==> config.mk <==
export PLATFORM = sky130hd
export DESIGN_NAME = lcd_panel_driver
export DESIGN_NICKNAME = d
export VERILOG_FILES = /design/src/hw/lcd_pkg.sv /design/src/hw/layout_pkg.sv /design/src/hw/lcd_panel_driver.sv /design/src/hw/window_decoder.sv /design/src/hw/scan_timing.sv
export SDC_FILE = /design/constraint.sdc
export NUM_CORES = 1
export LEC_CHECK = 0
export BUFFER_PORTS_ARGS = -buffer_cell sky130_fd_sc_hd__buf_4
export CAP_MARGIN = 20
export CORE_MARGIN = 1
export CORE_UTILIZATION = 48
export CTS_BUF_LIST = sky130_fd_sc_hd__clkbuf_8
export DETAILED_ROUTE_END_ITERATION = 8
export HOLD_SLACK_MARGIN = 0.08
export PLACE_DENSITY_LB_ADDON = 0.08
export SLEW_MARGIN = 10
export SYNTH_ARGS = -nofsm -noshare
export SYNTH_HDL_FRONTEND = slang
export SYNTH_SLANG_ARGS = --single-unit
==> constraint.sdc <==
create_clock -name clk -period 4.8 [get_ports clk]
set_input_delay 0.24 -clock clk [delete_from_list [all_inputs] [get_ports clk]]
set_output_delay 0.24 -clock clk [all_outputs]
set_load 0.02 [all_outputs]
==> src/hw/lcd_pkg.sv <==
// panel constants assume an 800x480 TFT with inclusive totals, so a line is H_TOTAL+1 clocks
package lcd_pkg;

	localparam int HCOUNT_W = 11;
	localparam int VCOUNT_W = 10;
	localparam int COORD_W  = 11;
	localparam int RGB_W    = 24;

	// horizontal scan position in pixel clocks
	typedef logic [HCOUNT_W-1:0] hcount_t;

	// vertical scan position in lines
	typedef logic [VCOUNT_W-1:0] vcount_t;

	// position inside a screen window, both axes
	typedef logic [COORD_W-1:0] coord_t;

	// 8 bits each of red, green, blue
	typedef logic [RGB_W-1:0] rgb_t;

	// horizontal timing in clocks
	localparam hcount_t H_SYNC  = 11'd2;
	localparam hcount_t H_BACK  = 11'd44;
	localparam hcount_t H_DISP  = 11'd800;
	localparam hcount_t H_TOTAL = 11'd1056; // last count of a line

	// vertical timing in lines
	localparam vcount_t V_SYNC  = 10'd2;
	localparam vcount_t V_BACK  = 10'd22;
	localparam vcount_t V_DISP  = 10'd480;
	localparam vcount_t V_TOTAL = 10'd524; // last line of a frame

	// the active area starts after sync and back porch on both axes
	localparam hcount_t H_ACTIVE_START = H_SYNC + H_BACK;
	localparam vcount_t V_ACTIVE_START = V_SYNC + V_BACK;

	// front porch is whatever remains up to the total
	localparam hcount_t H_FRONT = H_TOTAL + 11'd1 - H_ACTIVE_START - H_DISP;
	localparam vcount_t V_FRONT = V_TOTAL + 10'd1 - V_ACTIVE_START - V_DISP;

endpackage
==> src/hw/layout_pkg.sv <==
// window rectangles are in active-area pixels and must lie inside the 800x480 display
package layout_pkg;

	localparam int NUM_WINDOWS = 6;

	// one entry per screen window, order matches the geometry arrays
	typedef enum logic [2:0]
	{
		WIN_IR_VIEW,
		WIN_THERMAL_INSET,
		WIN_TITLE,
		WIN_BODY_TEMP_LABEL,
		WIN_HEART_RATE_LABEL,
		WIN_PPM_UNIT
	} window_e;

	localparam lcd_pkg::coord_t WIN_X_START [NUM_WINDOWS] = '{
		11'd0,   // ir_view
		11'd672, // thermal_inset
		11'd648, // title
		11'd648, // body_temp_label
		11'd648, // heart_rate_label
		11'd762  // ppm_unit
	};

	localparam lcd_pkg::coord_t WIN_X_SIZE [NUM_WINDOWS] = '{
		11'd640,
		11'd128,
		11'd144,
		11'd48,
		11'd48,
		11'd24
	};

	localparam lcd_pkg::coord_t WIN_Y_START [NUM_WINDOWS] = '{
		11'd0,
		11'd384, // bottom right corner of the screen
		11'd0,
		11'd60,
		11'd90,
		11'd120
	};

	localparam lcd_pkg::coord_t WIN_Y_SIZE [NUM_WINDOWS] = '{
		11'd480,
		11'd96,
		11'd16,  // one text row
		11'd16,
		11'd16,
		11'd136  // unit column spans several rows
	};

endpackage

==> src/hw/lcd_panel_driver.sv <==
// 800x480 TFT timing with fixed window table; data_in must be valid in the same clock as lcd_de
`timescale 1ns/100ps

module lcd_panel_driver
#(
	parameter lcd_pkg::hcount_t H_SYNC  = lcd_pkg::H_SYNC,
	parameter lcd_pkg::hcount_t H_BACK  = lcd_pkg::H_BACK,
	parameter lcd_pkg::hcount_t H_DISP  = lcd_pkg::H_DISP,
	parameter lcd_pkg::hcount_t H_TOTAL = lcd_pkg::H_TOTAL,
	parameter lcd_pkg::vcount_t V_SYNC  = lcd_pkg::V_SYNC,
	parameter lcd_pkg::vcount_t V_BACK  = lcd_pkg::V_BACK,
	parameter lcd_pkg::vcount_t V_DISP  = lcd_pkg::V_DISP,
	parameter lcd_pkg::vcount_t V_TOTAL = lcd_pkg::V_TOTAL
)
(
	input  logic                               clk,
	input  logic                               rst_n,
	input  lcd_pkg::rgb_t                      data_in,
	output logic                               lcd_clk,
	output logic                               lcd_pwm,
	output logic                               lcd_hsync,
	output logic                               lcd_vsync,
	output logic                               lcd_de,
	output logic                               lcd_blank_n,
	output lcd_pkg::rgb_t                      lcd_rgb,
	output logic [layout_pkg::NUM_WINDOWS-1:0] win_request,
	output lcd_pkg::coord_t                    win_x [layout_pkg::NUM_WINDOWS],
	output lcd_pkg::coord_t                    win_y [layout_pkg::NUM_WINDOWS]
);

	// window coordinates count from the first active pixel
	localparam lcd_pkg::hcount_t H_OFFSET = H_SYNC + H_BACK;
	localparam lcd_pkg::vcount_t V_OFFSET = V_SYNC + V_BACK;

	lcd_pkg::hcount_t h_count;
	lcd_pkg::vcount_t v_count;

	assign lcd_clk = clk; // panel runs on the pixel clock
	assign lcd_pwm = rst_n; // backlight on once out of reset

	scan_timing
	#(
		.H_SYNC  (H_SYNC),
		.H_BACK  (H_BACK),
		.H_DISP  (H_DISP),
		.H_TOTAL (H_TOTAL),
		.V_SYNC  (V_SYNC),
		.V_BACK  (V_BACK),
		.V_DISP  (V_DISP),
		.V_TOTAL (V_TOTAL)
	)
	scan_timing_inst
	(
		.clk         (clk),
		.rst_n       (rst_n),
		.data_in     (data_in),
		.h_count     (h_count),
		.v_count     (v_count),
		.lcd_hsync   (lcd_hsync),
		.lcd_vsync   (lcd_vsync),
		.lcd_de      (lcd_de),
		.lcd_blank_n (lcd_blank_n),
		.lcd_rgb     (lcd_rgb)
	);

	for (genvar i = 0; i < layout_pkg::NUM_WINDOWS; i++)
	begin : g_window
		localparam layout_pkg::window_e WIN = layout_pkg::window_e'(i);

		window_decoder
		#(
			.X_START  (layout_pkg::WIN_X_START[WIN]),
			.X_SIZE   (layout_pkg::WIN_X_SIZE[WIN]),
			.Y_START  (layout_pkg::WIN_Y_START[WIN]),
			.Y_SIZE   (layout_pkg::WIN_Y_SIZE[WIN]),
			.H_OFFSET (H_OFFSET),
			.V_OFFSET (V_OFFSET)
		)
		window_decoder_inst
		(
			.clk     (clk),
			.rst_n   (rst_n),
			.h_count (h_count),
			.v_count (v_count),
			.request (win_request[i]),
			.local_x (win_x[i]),
			.local_y (win_y[i])
		);
	end

	// every window of the table sits inside the display area
	a_window_in_display: assert property (@(posedge clk) disable iff (!rst_n)
		(|win_request) |-> lcd_de);

endmodule

==> src/hw/window_decoder.sv <==
// one rectangle against the scan position; offsets must equal sync plus back porch of the panel
`timescale 1ns/100ps

module window_decoder
#(
	parameter lcd_pkg::coord_t  X_START  = 11'd0,
	parameter lcd_pkg::coord_t  X_SIZE   = 11'd1,
	parameter lcd_pkg::coord_t  Y_START  = 11'd0,
	parameter lcd_pkg::coord_t  Y_SIZE   = 11'd1,
	parameter lcd_pkg::hcount_t H_OFFSET = lcd_pkg::H_ACTIVE_START,
	parameter lcd_pkg::vcount_t V_OFFSET = lcd_pkg::V_ACTIVE_START
)
(
	input  logic             clk,
	input  logic             rst_n,
	input  lcd_pkg::hcount_t h_count,
	input  lcd_pkg::vcount_t v_count,
	output logic             request,
	output lcd_pkg::coord_t  local_x,
	output lcd_pkg::coord_t  local_y
);

	// one spare bit so the bounds cannot overflow
	typedef logic [lcd_pkg::COORD_W:0] span_t;

	localparam span_t H_LO = span_t'(H_OFFSET) + span_t'(X_START);
	localparam span_t H_HI = H_LO + span_t'(X_SIZE); // exclusive
	localparam span_t V_LO = span_t'(V_OFFSET) + span_t'(Y_START);
	localparam span_t V_HI = V_LO + span_t'(Y_SIZE);

	span_t h_pos;
	span_t v_pos;
	span_t h_rel;
	span_t v_rel;
	logic  in_x;
	logic  in_y;

	assign h_pos = span_t'(h_count);
	assign v_pos = span_t'(v_count);

	assign in_x = (h_pos >= H_LO) && (h_pos < H_HI);
	assign in_y = (v_pos >= V_LO) && (v_pos < V_HI);

	assign request = in_x && in_y;

	// only meaningful inside the rectangle
	assign h_rel = h_pos - H_LO;
	assign v_rel = v_pos - V_LO;

	assign local_x = request ? lcd_pkg::coord_t'(h_rel) : '0;
	assign local_y = request ? lcd_pkg::coord_t'(v_rel) : '0;

	a_local_in_window: assert property (@(posedge clk) disable iff (!rst_n)
		request |-> ((local_x < X_SIZE) && (local_y < Y_SIZE)));

endmodule

==> src/hw/scan_timing.sv <==
// counters wrap inclusively at the totals; all outputs are combinational from the counters
`timescale 1ns/100ps

module scan_timing
#(
	parameter lcd_pkg::hcount_t H_SYNC  = lcd_pkg::H_SYNC,
	parameter lcd_pkg::hcount_t H_BACK  = lcd_pkg::H_BACK,
	parameter lcd_pkg::hcount_t H_DISP  = lcd_pkg::H_DISP,
	parameter lcd_pkg::hcount_t H_TOTAL = lcd_pkg::H_TOTAL,
	parameter lcd_pkg::vcount_t V_SYNC  = lcd_pkg::V_SYNC,
	parameter lcd_pkg::vcount_t V_BACK  = lcd_pkg::V_BACK,
	parameter lcd_pkg::vcount_t V_DISP  = lcd_pkg::V_DISP,
	parameter lcd_pkg::vcount_t V_TOTAL = lcd_pkg::V_TOTAL
)
(
	input  logic             clk,
	input  logic             rst_n,
	input  lcd_pkg::rgb_t    data_in,
	output lcd_pkg::hcount_t h_count,
	output lcd_pkg::vcount_t v_count,
	output logic             lcd_hsync,
	output logic             lcd_vsync,
	output logic             lcd_de,
	output logic             lcd_blank_n,
	output lcd_pkg::rgb_t    lcd_rgb
);

	localparam lcd_pkg::hcount_t H_ACT_START = H_SYNC + H_BACK;
	localparam lcd_pkg::hcount_t H_ACT_END   = H_ACT_START + H_DISP; // exclusive
	localparam lcd_pkg::vcount_t V_ACT_START = V_SYNC + V_BACK;
	localparam lcd_pkg::vcount_t V_ACT_END   = V_ACT_START + V_DISP;

	logic line_end;
	logic frame_end;
	logic h_active;
	logic v_active;

	assign line_end  = (h_count == H_TOTAL);
	assign frame_end = (v_count == V_TOTAL);

	always_ff @(posedge clk or negedge rst_n)
	begin
		if (!rst_n)
			h_count <= '0;
		else if (line_end)
			h_count <= '0;
		else
			h_count <= h_count + 1'b1;
	end

	// steps once per line
	always_ff @(posedge clk or negedge rst_n)
	begin
		if (!rst_n)
			v_count <= '0;
		else if (line_end)
		begin
			if (frame_end)
				v_count <= '0;
			else
				v_count <= v_count + 1'b1;
		end
	end

	assign lcd_hsync = (h_count >= H_SYNC); // low pulse at the start of each line
	assign lcd_vsync = (v_count >= V_SYNC);

	assign h_active = (h_count >= H_ACT_START) && (h_count < H_ACT_END);
	assign v_active = (v_count >= V_ACT_START) && (v_count < V_ACT_END);

	assign lcd_de      = h_active && v_active;
	assign lcd_blank_n = lcd_de;
	assign lcd_rgb     = lcd_de ? data_in : '0; // black outside the display area

	a_h_in_range: assert property (@(posedge clk) disable iff (!rst_n)
		h_count <= H_TOTAL);

	a_v_in_range: assert property (@(posedge clk) disable iff (!rst_n)
		v_count <= V_TOTAL);

	a_de_inside_sync: assert property (@(posedge clk) disable iff (!rst_n)
		lcd_de |-> (lcd_hsync && lcd_vsync));

endmodule

# [Word-level counts from Yosys, hierarchy flattened]
# Index checks and enable logic that the tools add are counted.
[word_totals] reg_bits=21 latchBits=0 ram_bits=0 romBits=0 input_bits=26 output_inout_bits=168 wordCells=75 memories=0
[op_classes] n_addsub=11 mul=0 div=0 n_lt_le_gt_ge=25 n_eq_ne=2 shifts=0 n_mux=15 n_bitwise=0 n_reduce_logical=20
[op_table] op="$mux 11" n=13
[op_table] op="$lt 11x10->1 const B" n=6
[op_table] op="$ge 11x10->1 const B" n=3
[op_table] op="$sub 11x10->11 const B" n=3
[op_table] op="$lt 10x9->1 const B" n=3
[op_table] op="$mux 24" n=1
[op_table] op="$ge 11x6->1 const B" n=2
[op_table] op="$sub 10x7->11 const B" n=2
[op_table] op="$ge 10x5->1 const B" n=2
[op_table] op="$ge 10x7->1 const B" n=2
[op_table] op="$logic_and 1x1->1" n=20
[op_table] op="$add 11x1->11 const B" n=1
[op_table] op="$eq 11x11->1 const B" n=1
[op_table] op="$ge 11x2->1 const B" n=1
[op_table] op="$sub 10x5->11 const B" n=1
[op_table] op="$sub 10x8->11 const B" n=1
[op_table] op="$sub 10x9->11 const B" n=1
[op_table] op="$sub 11x6->11 const B" n=1
[op_table] op="$add 10x1->10 const B" n=1
[op_table] op="$eq 10x10->1 const B" n=1
[op_table] op="$ge 10x2->1 const B" n=1
[op_table] op="$ge 10x8->1 const B" n=1
[op_table] op="$ge 10x9->1 const B" n=1
[op_table] op="$lt 10x6->1 const B" n=1
[op_table] op="other kinds (3)" n=3

# [Logic depth before layout (Yosys ltp)]
# Gate-level depths: netlist of run 1.
[logic_depth] word_depth=4 mapped_depth=9 mapped_depth_nobuf=6

# [Cells and area by module]
# From an unflattened synthesis of run 1, not the netlist that was laid out.
[unflattened] hier_cells=513 area_unflattened_um2=4108.9
[by_module_without_submodules] mod="scan_timing" instances=1 cells_each=139 area_per_inst_um2=1333.8 seq_area_each_um2=525.5
[by_module_without_submodules] mod="window_decoder at g_window[0].window_decoder_inst" instances=1 cells_each=67 area_per_inst_um2=556.8 seq_area_each_um2=0.0
[by_module_without_submodules] mod="window_decoder at g_window[5].window_decoder_inst" instances=1 cells_each=65 area_per_inst_um2=514.2 seq_area_each_um2=0.0
[by_module_without_submodules] mod="window_decoder at g_window[1].window_decoder_inst" instances=1 cells_each=53 area_per_inst_um2=480.5 seq_area_each_um2=0.0
[by_module_without_submodules] mod="window_decoder at g_window[2].window_decoder_inst" instances=1 cells_each=58 area_per_inst_um2=419.2 seq_area_each_um2=0.0
[by_module_without_submodules] mod="window_decoder at g_window[3].window_decoder_inst" instances=1 cells_each=65 area_per_inst_um2=395.4 seq_area_each_um2=0.0
[by_module_without_submodules] mod="window_decoder at g_window[4].window_decoder_inst" instances=1 cells_each=64 area_per_inst_um2=394.1 seq_area_each_um2=0.0
[by_module_without_submodules] mod="lcd_panel_driver" instances=1 cells_each=2 area_per_inst_um2=15.0 seq_area_each_um2=0.0

==> flow_summary.json, run 1 <==
{
  "max_stage_delay_ps": 920,
  "clk_latency_ps": 370,
  "first_pass_iters": 4,
  "dieWidth_um": 87.11,
  "vias_per_cell": 5.405,
  "postSynthAreaPerCell_um2": 6.885,
  "grt_usage": 0.3199,
  "finalClockSkew_ps": 6.229,
  "synth_cell_type_count": 62,
  "drv_cap": 0,
  "synth-edff-count": 0,
  "worst_setup_path_end_kind": "primary output",
  "ctsHoldBuffers": 1,
  "antenna_found_initial": 0,
  "pwr-share-clk": 0.502,
  "finalCritPeriodShare": 0.7962,
  "synth_seq_cells": 21,
  "criticalPathCategory": "reg -> out",
  "p_leak_nw": 2.570,
  "post_cts_resized": 0,
  "vdd_drop_max_v": 0.0001462,
  "ant_nets": 0,
  "gp_congestion": 1.011,
  "core-area_mm2": 0.006907,
  "vias": 4043,
  "worst_pin_slew_ps": 994.6,
  "synth.area.top_cells": "dfrtp_1 15%, nor2_1 14%, ha_1 10%",
  "worstPathArrival_ps": 3580,
  "grt_pass1_vias": 3616,
  "cts_tree": "yes",
  "setup_viol": 0,
  "utilization": 0.6942,
  "hpwl_mm": 9.619,
  "grt_max_degree": 27,
  "p_comb_frac": 0.064,
  "fillers": 617,
  "fmax_mhz": 261.7,
  "r2r_slack_ps": 2460,
  "grt_pass1_wl_mm": 18.73,
  "min_period_ps": 3822,
  "drive_gt1_frac": 0.3129,
  "dieArea_mm2": 0.007588,
  "synth_top_area_share": 0.1511,
  "finalNetCount": 708,
  "synthArstFlopShare": 1.000,
  "syn_area_mm2": 0.003477,
  "route.detailed.drc": 0,
  "fin_area_mm2": 0.004795,
  "post-cts-setup-buffer-count": 0,
  "p_sw_frac": 0.2362,
  "rows": 30,
  "cp-startpoint": "scan_timing_inst.h_count[4]",
  "synth_top_cell_by_area": "dfrtp_1",
  "synth_warnings": 0,
  "drt_iter0_markers": 282,
  "ys_seq_area_frac": 0.1511,
  "startpoint_type": "flip-flop",
  "ioPinCount": 194,
  "chipHeight_um": 87.11,
  "overflow": 0,
  "post_drt_wl_per_cell_um": 16.70,
  "required_ps": 4560,
  "crit_cells": 7,
  "path_max_fanout": 26,
  "area_growth_pct": 37.89,
  "synthCells": 505,
  "drt-total-wl_mm": 12.49,
  "place_area_mm2": 0.004698,
  "final-hold-violation-count": 0,
  "reg2reg_depth": 4,
  "dp.cells": 740,
  "hold_path.class": "in -> async",
  "power_switching_mw": 0.09623,
  "path_clk_slew_ps": 80,
  "slew_headroom": 0.3370,
  "start_util": 0.5034,
  "stdcell_count": 748,
  "p_int_mw": 0.3111,
  "power_frac_seq": 0.434,
  "portBuffers": 184,
  "finalPower_mw": 0.4074,
  "endpoint": "lcd_rgb[19]",
  "drv_slew": 0,
  "rr_startpoint": "scan_timing_inst.h_count[7]",
  "power_density_mw_per_mm2": 84.97,
  "path_delay_family": "compound AO/OA/AOI/OAI gates",
  "rr_endpoint": "scan_timing_inst.v_count[6]",
  "crit_chain": "inv_1, ha_1, a211o_1, a21o_1, a2111oi_4, and2_1, buf_4",
  "synth_ff_type": "dfrtp_1",
  "setup_tns_ps": 0,
  "crit_buf_inv": 2,
  "insertedDiodeCount": 0,
  "slowest_stage": "a2111oi_4",
  "status": "finished clean",
  "rsz0062_at_grt": "false"
}
==> cell usage in the layout (no fill, tap or decap), drive strengths merged, types with 4 or more instances in the layout <==
master	n
dfrtp	21
o21ai	13
nand2	26
a21oi	25
inv	22
xnor2	34
nand3	18
nor4	6
nor2	130
or3	4
conb	9
a211oi	4
ha	29
and2	27
and3	4
nand2b	6
a21o	5
xor2	12
clkbuf	6
buf	187
nor3	10
==> worst min path at each step <==
stage | start | endpoint | slack [ps]
after CTS | rst_n | scan_timing_inst.v_count[2] | 300
after global routing | rst_n | scan_timing_inst.v_count[2] | 310
after floorplan | rst_n | scan_timing_inst.h_count[0] | -60
after detailed placement | rst_n | scan_timing_inst.v_count[2] | 150
final | rst_n | scan_timing_inst.v_count[1] | 290
after global placement | rst_n | scan_timing_inst.v_count[1] | 150
==> logic make-up (layout without fill, tap and decap cells) <==
logic type	Yosys count	count (layout)	share of synthesized area
other	1	9	0.001078
XOR/XNOR	46	46	0.1159
buffers and inverters	78	217	0.1195
flip-flops	21	21	0.1511
AO/OA/AOI/OAI	76	76	0.1529
adder cells (fa/ha/maj)	29	29	0.1044
multiplexers	2	2	0.006117
AND/OR/NAND/NOR	252	252	0.3490
==> layer usage <==
metal / up-vias / track usage / wire length, um / share of wire
met5: - / 0 / 0 / 0
met4: 0 / 0.1252 / 235 / 0.019
met3: 19 / 0.04834 / 1103 / 0.088
met2: 230 / 0.5183 / 5861 / 0.47
met1: 1855 / 0.4276 / 5292 / 0.42
li1: 1939 / - / - / -
==> Yosys cell counts, drive strengths merged, types with 4 or more instances <==
cell,n
and2,27
nand2,26
buf,46
nand3,18
xor2,12
a211oi,4
o21ai,13
dfrtp,21
ha,29
xnor2,34
nor2,130
nor4,6
nor3,10
inv,21
nand2b,6
and3,4
a21o,5
a21oi,25
or3,4
clkbuf,10
==> sequential cells by signal (all words and copies together) (netlist names) <==
register,flops
scan_timing_inst.v_count,10
scan_timing_inst.h_count,11
==> through the flow <==
step,worst slack [ps],hold WS [ps]
global placement,1483,145.9
detailed placement,1369,148.3
CTS,939.7,299.0
floorplan,1988,-55.59
global route,769.6,314.6
finish,978.3,291.4
==> power groups by stage <==
stage	Clock, mW	Combinational [mW]	Sequential [mW]
floorplan	0.0243	0.0131	0.180
global placement	0.0243	0.0256	0.180
detailed placement	0.0243	0.0260	0.180
CTS	0.207	0.0266	0.177
global route	0.217	0.0286	0.177
finish	0.204	0.0262	0.177
==> final cells by class <==
| cell class | instances | area [um^2] | area share |
|---|---|---|---|
| clock buffer | 7 | 90.09 | 0.01879 |
| clock inverter | 1 | 3.754 | 0.0007829 |
| inverter | 22 | 82.58 | 0.01722 |
| multi-input combinational | 414 | 2566 | 0.5352 |
| sequential | 21 | 525.5 | 0.1096 |
| tap | 96 | 120.1 | 0.02505 |
| timing repair buffer | 187 | 1406 | 0.2933 |
Note: power is estimated with default switching activity, not from simulation.
==> run 2: changes to the inputs <==
--- a/config.mk
+++ b/config.mk
@@ -5,6 +5,7 @@
 export SDC_FILE = /design/constraint.sdc
 export NUM_CORES = 1
 export LEC_CHECK = 0
+export ABC_AREA = 1
 export BUFFER_PORTS_ARGS = -buffer_cell sky130_fd_sc_hd__buf_4
 export CAP_MARGIN = 20
 export CORE_MARGIN = 1
==> constraint.sdc (replaced) <==
create_clock -name clk -period 3.65 [get_ports clk]
set_input_delay 0.1825 -clock clk [delete_from_list [all_inputs] [get_ports clk]]
set_output_delay 0.1825 -clock clk [all_outputs]
set_load 0.02 [all_outputs]
==> flow_summary.json, run 2 <==
{
  "synth_most_common_cell": "nor2_1",
  "crit_chain": "ha_1, nand2_1, nand2_1, nand3_1, nand2_1, nand3b_1, nor2_1, buf_4",
  "synth_top_cell_by_area": "nor2_1",
  "status": "finished clean",
  "synthCells": 627,
  "finalPower_mw": 0.5515,
  "power_density_mw_per_mm2": 109.5,
  "cts_tree": "yes",
  "first_pass_iters": 5,
  "grt_pass1_vias": 3723,
  "post_cts_resized": 0,
  "hold_path.class": "in -> async",
  "clk_latency_ps": 370,
  "dieArea_mm2": 0.007973,
  "drive_gt1_frac": 0.2921,
  "finalCritPeriodShare": 0.8445,
  "ioPinCount": 194,
  "setup_ws_ps": 567.4,
  "synth_warnings": 0,
  "fin_area_mm2": 0.005036,
  "dp.cells": 875,
  "stdcell_count": 883,
  "synth-compound-area-share": 0.04858,
  "final_common_cell": "buf_4",
  "vdd_drop_max_v": 0.0002285,
  "hpwl_mm": 10.45,
  "synth_simple_gate_area_frac": 0.4328,
  "drt-total-wl_mm": 13.19,
  "worstPathArrival_ps": 2900,
  "criticalPathCategory": "reg -> out",
  "start_util": 0.5015,
  "largest_reg_flops": 11,
  "vias_per_cell": 5.118,
  "synthArstFlopShare": 1.000,
  "fillers": 671,
  "post_drt_wl_per_cell_um": 14.94,
  "overflow": 0,
  "max_stage_delay_ps": 600,
  "final_cell_mix": "190 x buf_4, 164 x nor2_1, 122 x nand2_1, 81 x inv_1, 39 x xor2_1",
  "setup_tns_ps": 0,
  "required_ps": 3470,
  "chipHeight_um": 89.29,
  "synth_cell_type_count": 26,
  "finalClockSkew_ps": 2.162,
  "synth-xor-area-share": 0.1006,
  "synth_top_family_by_area": "simple AND/OR/NAND/NOR gates",
  "hold_slack_ps": 222.4,
  "synth.area.top_cells": "nor2_1 17%, dfrtp_1 14%, nand2_1 13%",
  "grt_usage": 0.3256,
  "final-hold-violation-count": 0,
  "slowest_stage": "dfrtp_1",
  "synth-edff-count": 0,
  "drv_slew": 0,
  "insertedDiodeCount": 0,
  "grt_max_degree": 26,
  "p_leak_nw": 3.100,
  "rsz0062_at_grt": "false",
  "drv_cap": 0,
  "core-area_mm2": 0.007292,
  "gp_congestion": 0.9774,
  "route.detailed.drc": 0,
  "synth_adder_area_share": 0.09921,
  "grt_pass1_wl_mm": 19.35,
  "portBuffers": 184,
  "fmax_mhz": 324.4,
  "synth_top_area_share": 0.1683,
  "utilization": 0.6906,
  "place_area_mm2": 0.004938,
  "yosys-top-cells-count": "164 x nor2_1, 122 x nand2_1, 81 x inv_1",
  "startpoint_type": "flip-flop",
  "synthMuxAreaShare": 0,
  "postSynthAreaPerCell_um2": 5.833,
  "drt_iter0_markers": 420,
  "antenna_found_initial": 0,
  "dp_slack_ps": 1053,
  "synth_seq_cells": 21,
  "setup_viol": 0,
  "ant_nets": 0,
  "crit_buf_inv": 1,
  "syn_area_mm2": 0.003657,
  "min_period_ps": 3083,
  "synth_ff_type": "dfrtp_1",
  "dieWidth_um": 89.29,
  "rows": 31,
  "vias": 4519,
  "ys_seq_area_frac": 0.1437,
  "area_growth_pct": 37.70,
  "worst_pin_slew_ps": 841.9,
  "cp_common_cell": "nand2_1",
  "path_delay_family": "simple AND/OR/NAND/NOR gates",
  "finalNetCount": 840,
  "path_max_fanout": 20,
  "regMostFlops": "scan_timing_inst.h_count",
  "slew_headroom": 0.4374,
  "path_clk_slew_ps": 80,
  "reg.largest.list": "scan_timing_inst.h_count x11, scan_timing_inst.v_count x10",
  "worst_setup_path_end_kind": "primary output"
}
[run 2: changes by cell type after synthesis, sizes merged, moves of 5 or more]
cell    delta
nand2     +96
inv       +65
nor2      +39
xnor2     -31
xor2      +27
and2      -26
nand3     +19
nor3      +14
a21oi     -10
clkbuf     -9
nand2b     -6
nor4       -6
o21ai      +6
a21o       -5
[run 2: layout make-up]
type,count,area (um^2),share of cell area
inverters,90,337.8,0.06708
repair buffers,190,1429,0.2837
well taps,99,123.9,0.02460
clock inverters,1,5.005,0.0009938
clock buffers,7,90.09,0.01789
multi-input cells,475,2525,0.5014
flip-flops and latches,21,525.5,0.1043
[run 2: where the power goes]
group / leakage, nW / switching [mW] / internal (mW)
Clock: 0.0519 / 0.118 / 0.160
Sequential: 0.279 / 0 / 0.232
Combinational: 2.77 / 0.0206 / 0.0199
Total: 3.10 / 0.139 / 0.413
[run 2: logic make-up (layout without fill, tap and decap cells)]
kind of cell / Yosys count / in the layout
AND/OR/NAND/NOR: 361 / 361
buffers and inverters: 139 / 288
XOR/XNOR: 42 / 42
AO/OA/AOI/OAI: 34 / 34
adder cells (fa/ha/maj): 29 / 29
flip-flops: 21 / 21
other: 1 / 9
[run 2: what timing repair did]
| action | 4_1_cts | 5_1_grt |
|---|---|---|
| setup buffers | 0 | 0 |
| hold buffers | 1 | 0 |
| endpoints found under the setup margin | 0 | 0 |
| hold endpoints to repair | 21 | 0 |
[run 2: per-layer routing]
metal / global-route usage / share of wire
met3: 0.03878 / 0.080
met5: 0 / 0
met2: 0.5302 / 0.48
met4: 0.1515 / 0.029
met1: 0.4307 / 0.41
[run 2: final timing paths]
kind | from | end | slack [ps] | depth (start not counted)
worst max-delay path | scan_timing_inst.h_count[1] | win_y[53] | 570 | 8
worst min-delay path | rst_n | scan_timing_inst.v_count[4] | 220 | 2
worst max register to register | scan_timing_inst.h_count[7] | scan_timing_inst.v_count[8] | 1600 | 8
worst min register to register | scan_timing_inst.h_count[0] | scan_timing_inst.h_count[0] | 530 | 1
max in group asynchronous | rst_n | scan_timing_inst.v_count[9] | 3210 | 2
min in group clk | clk | lcd_clk | 520 | 3
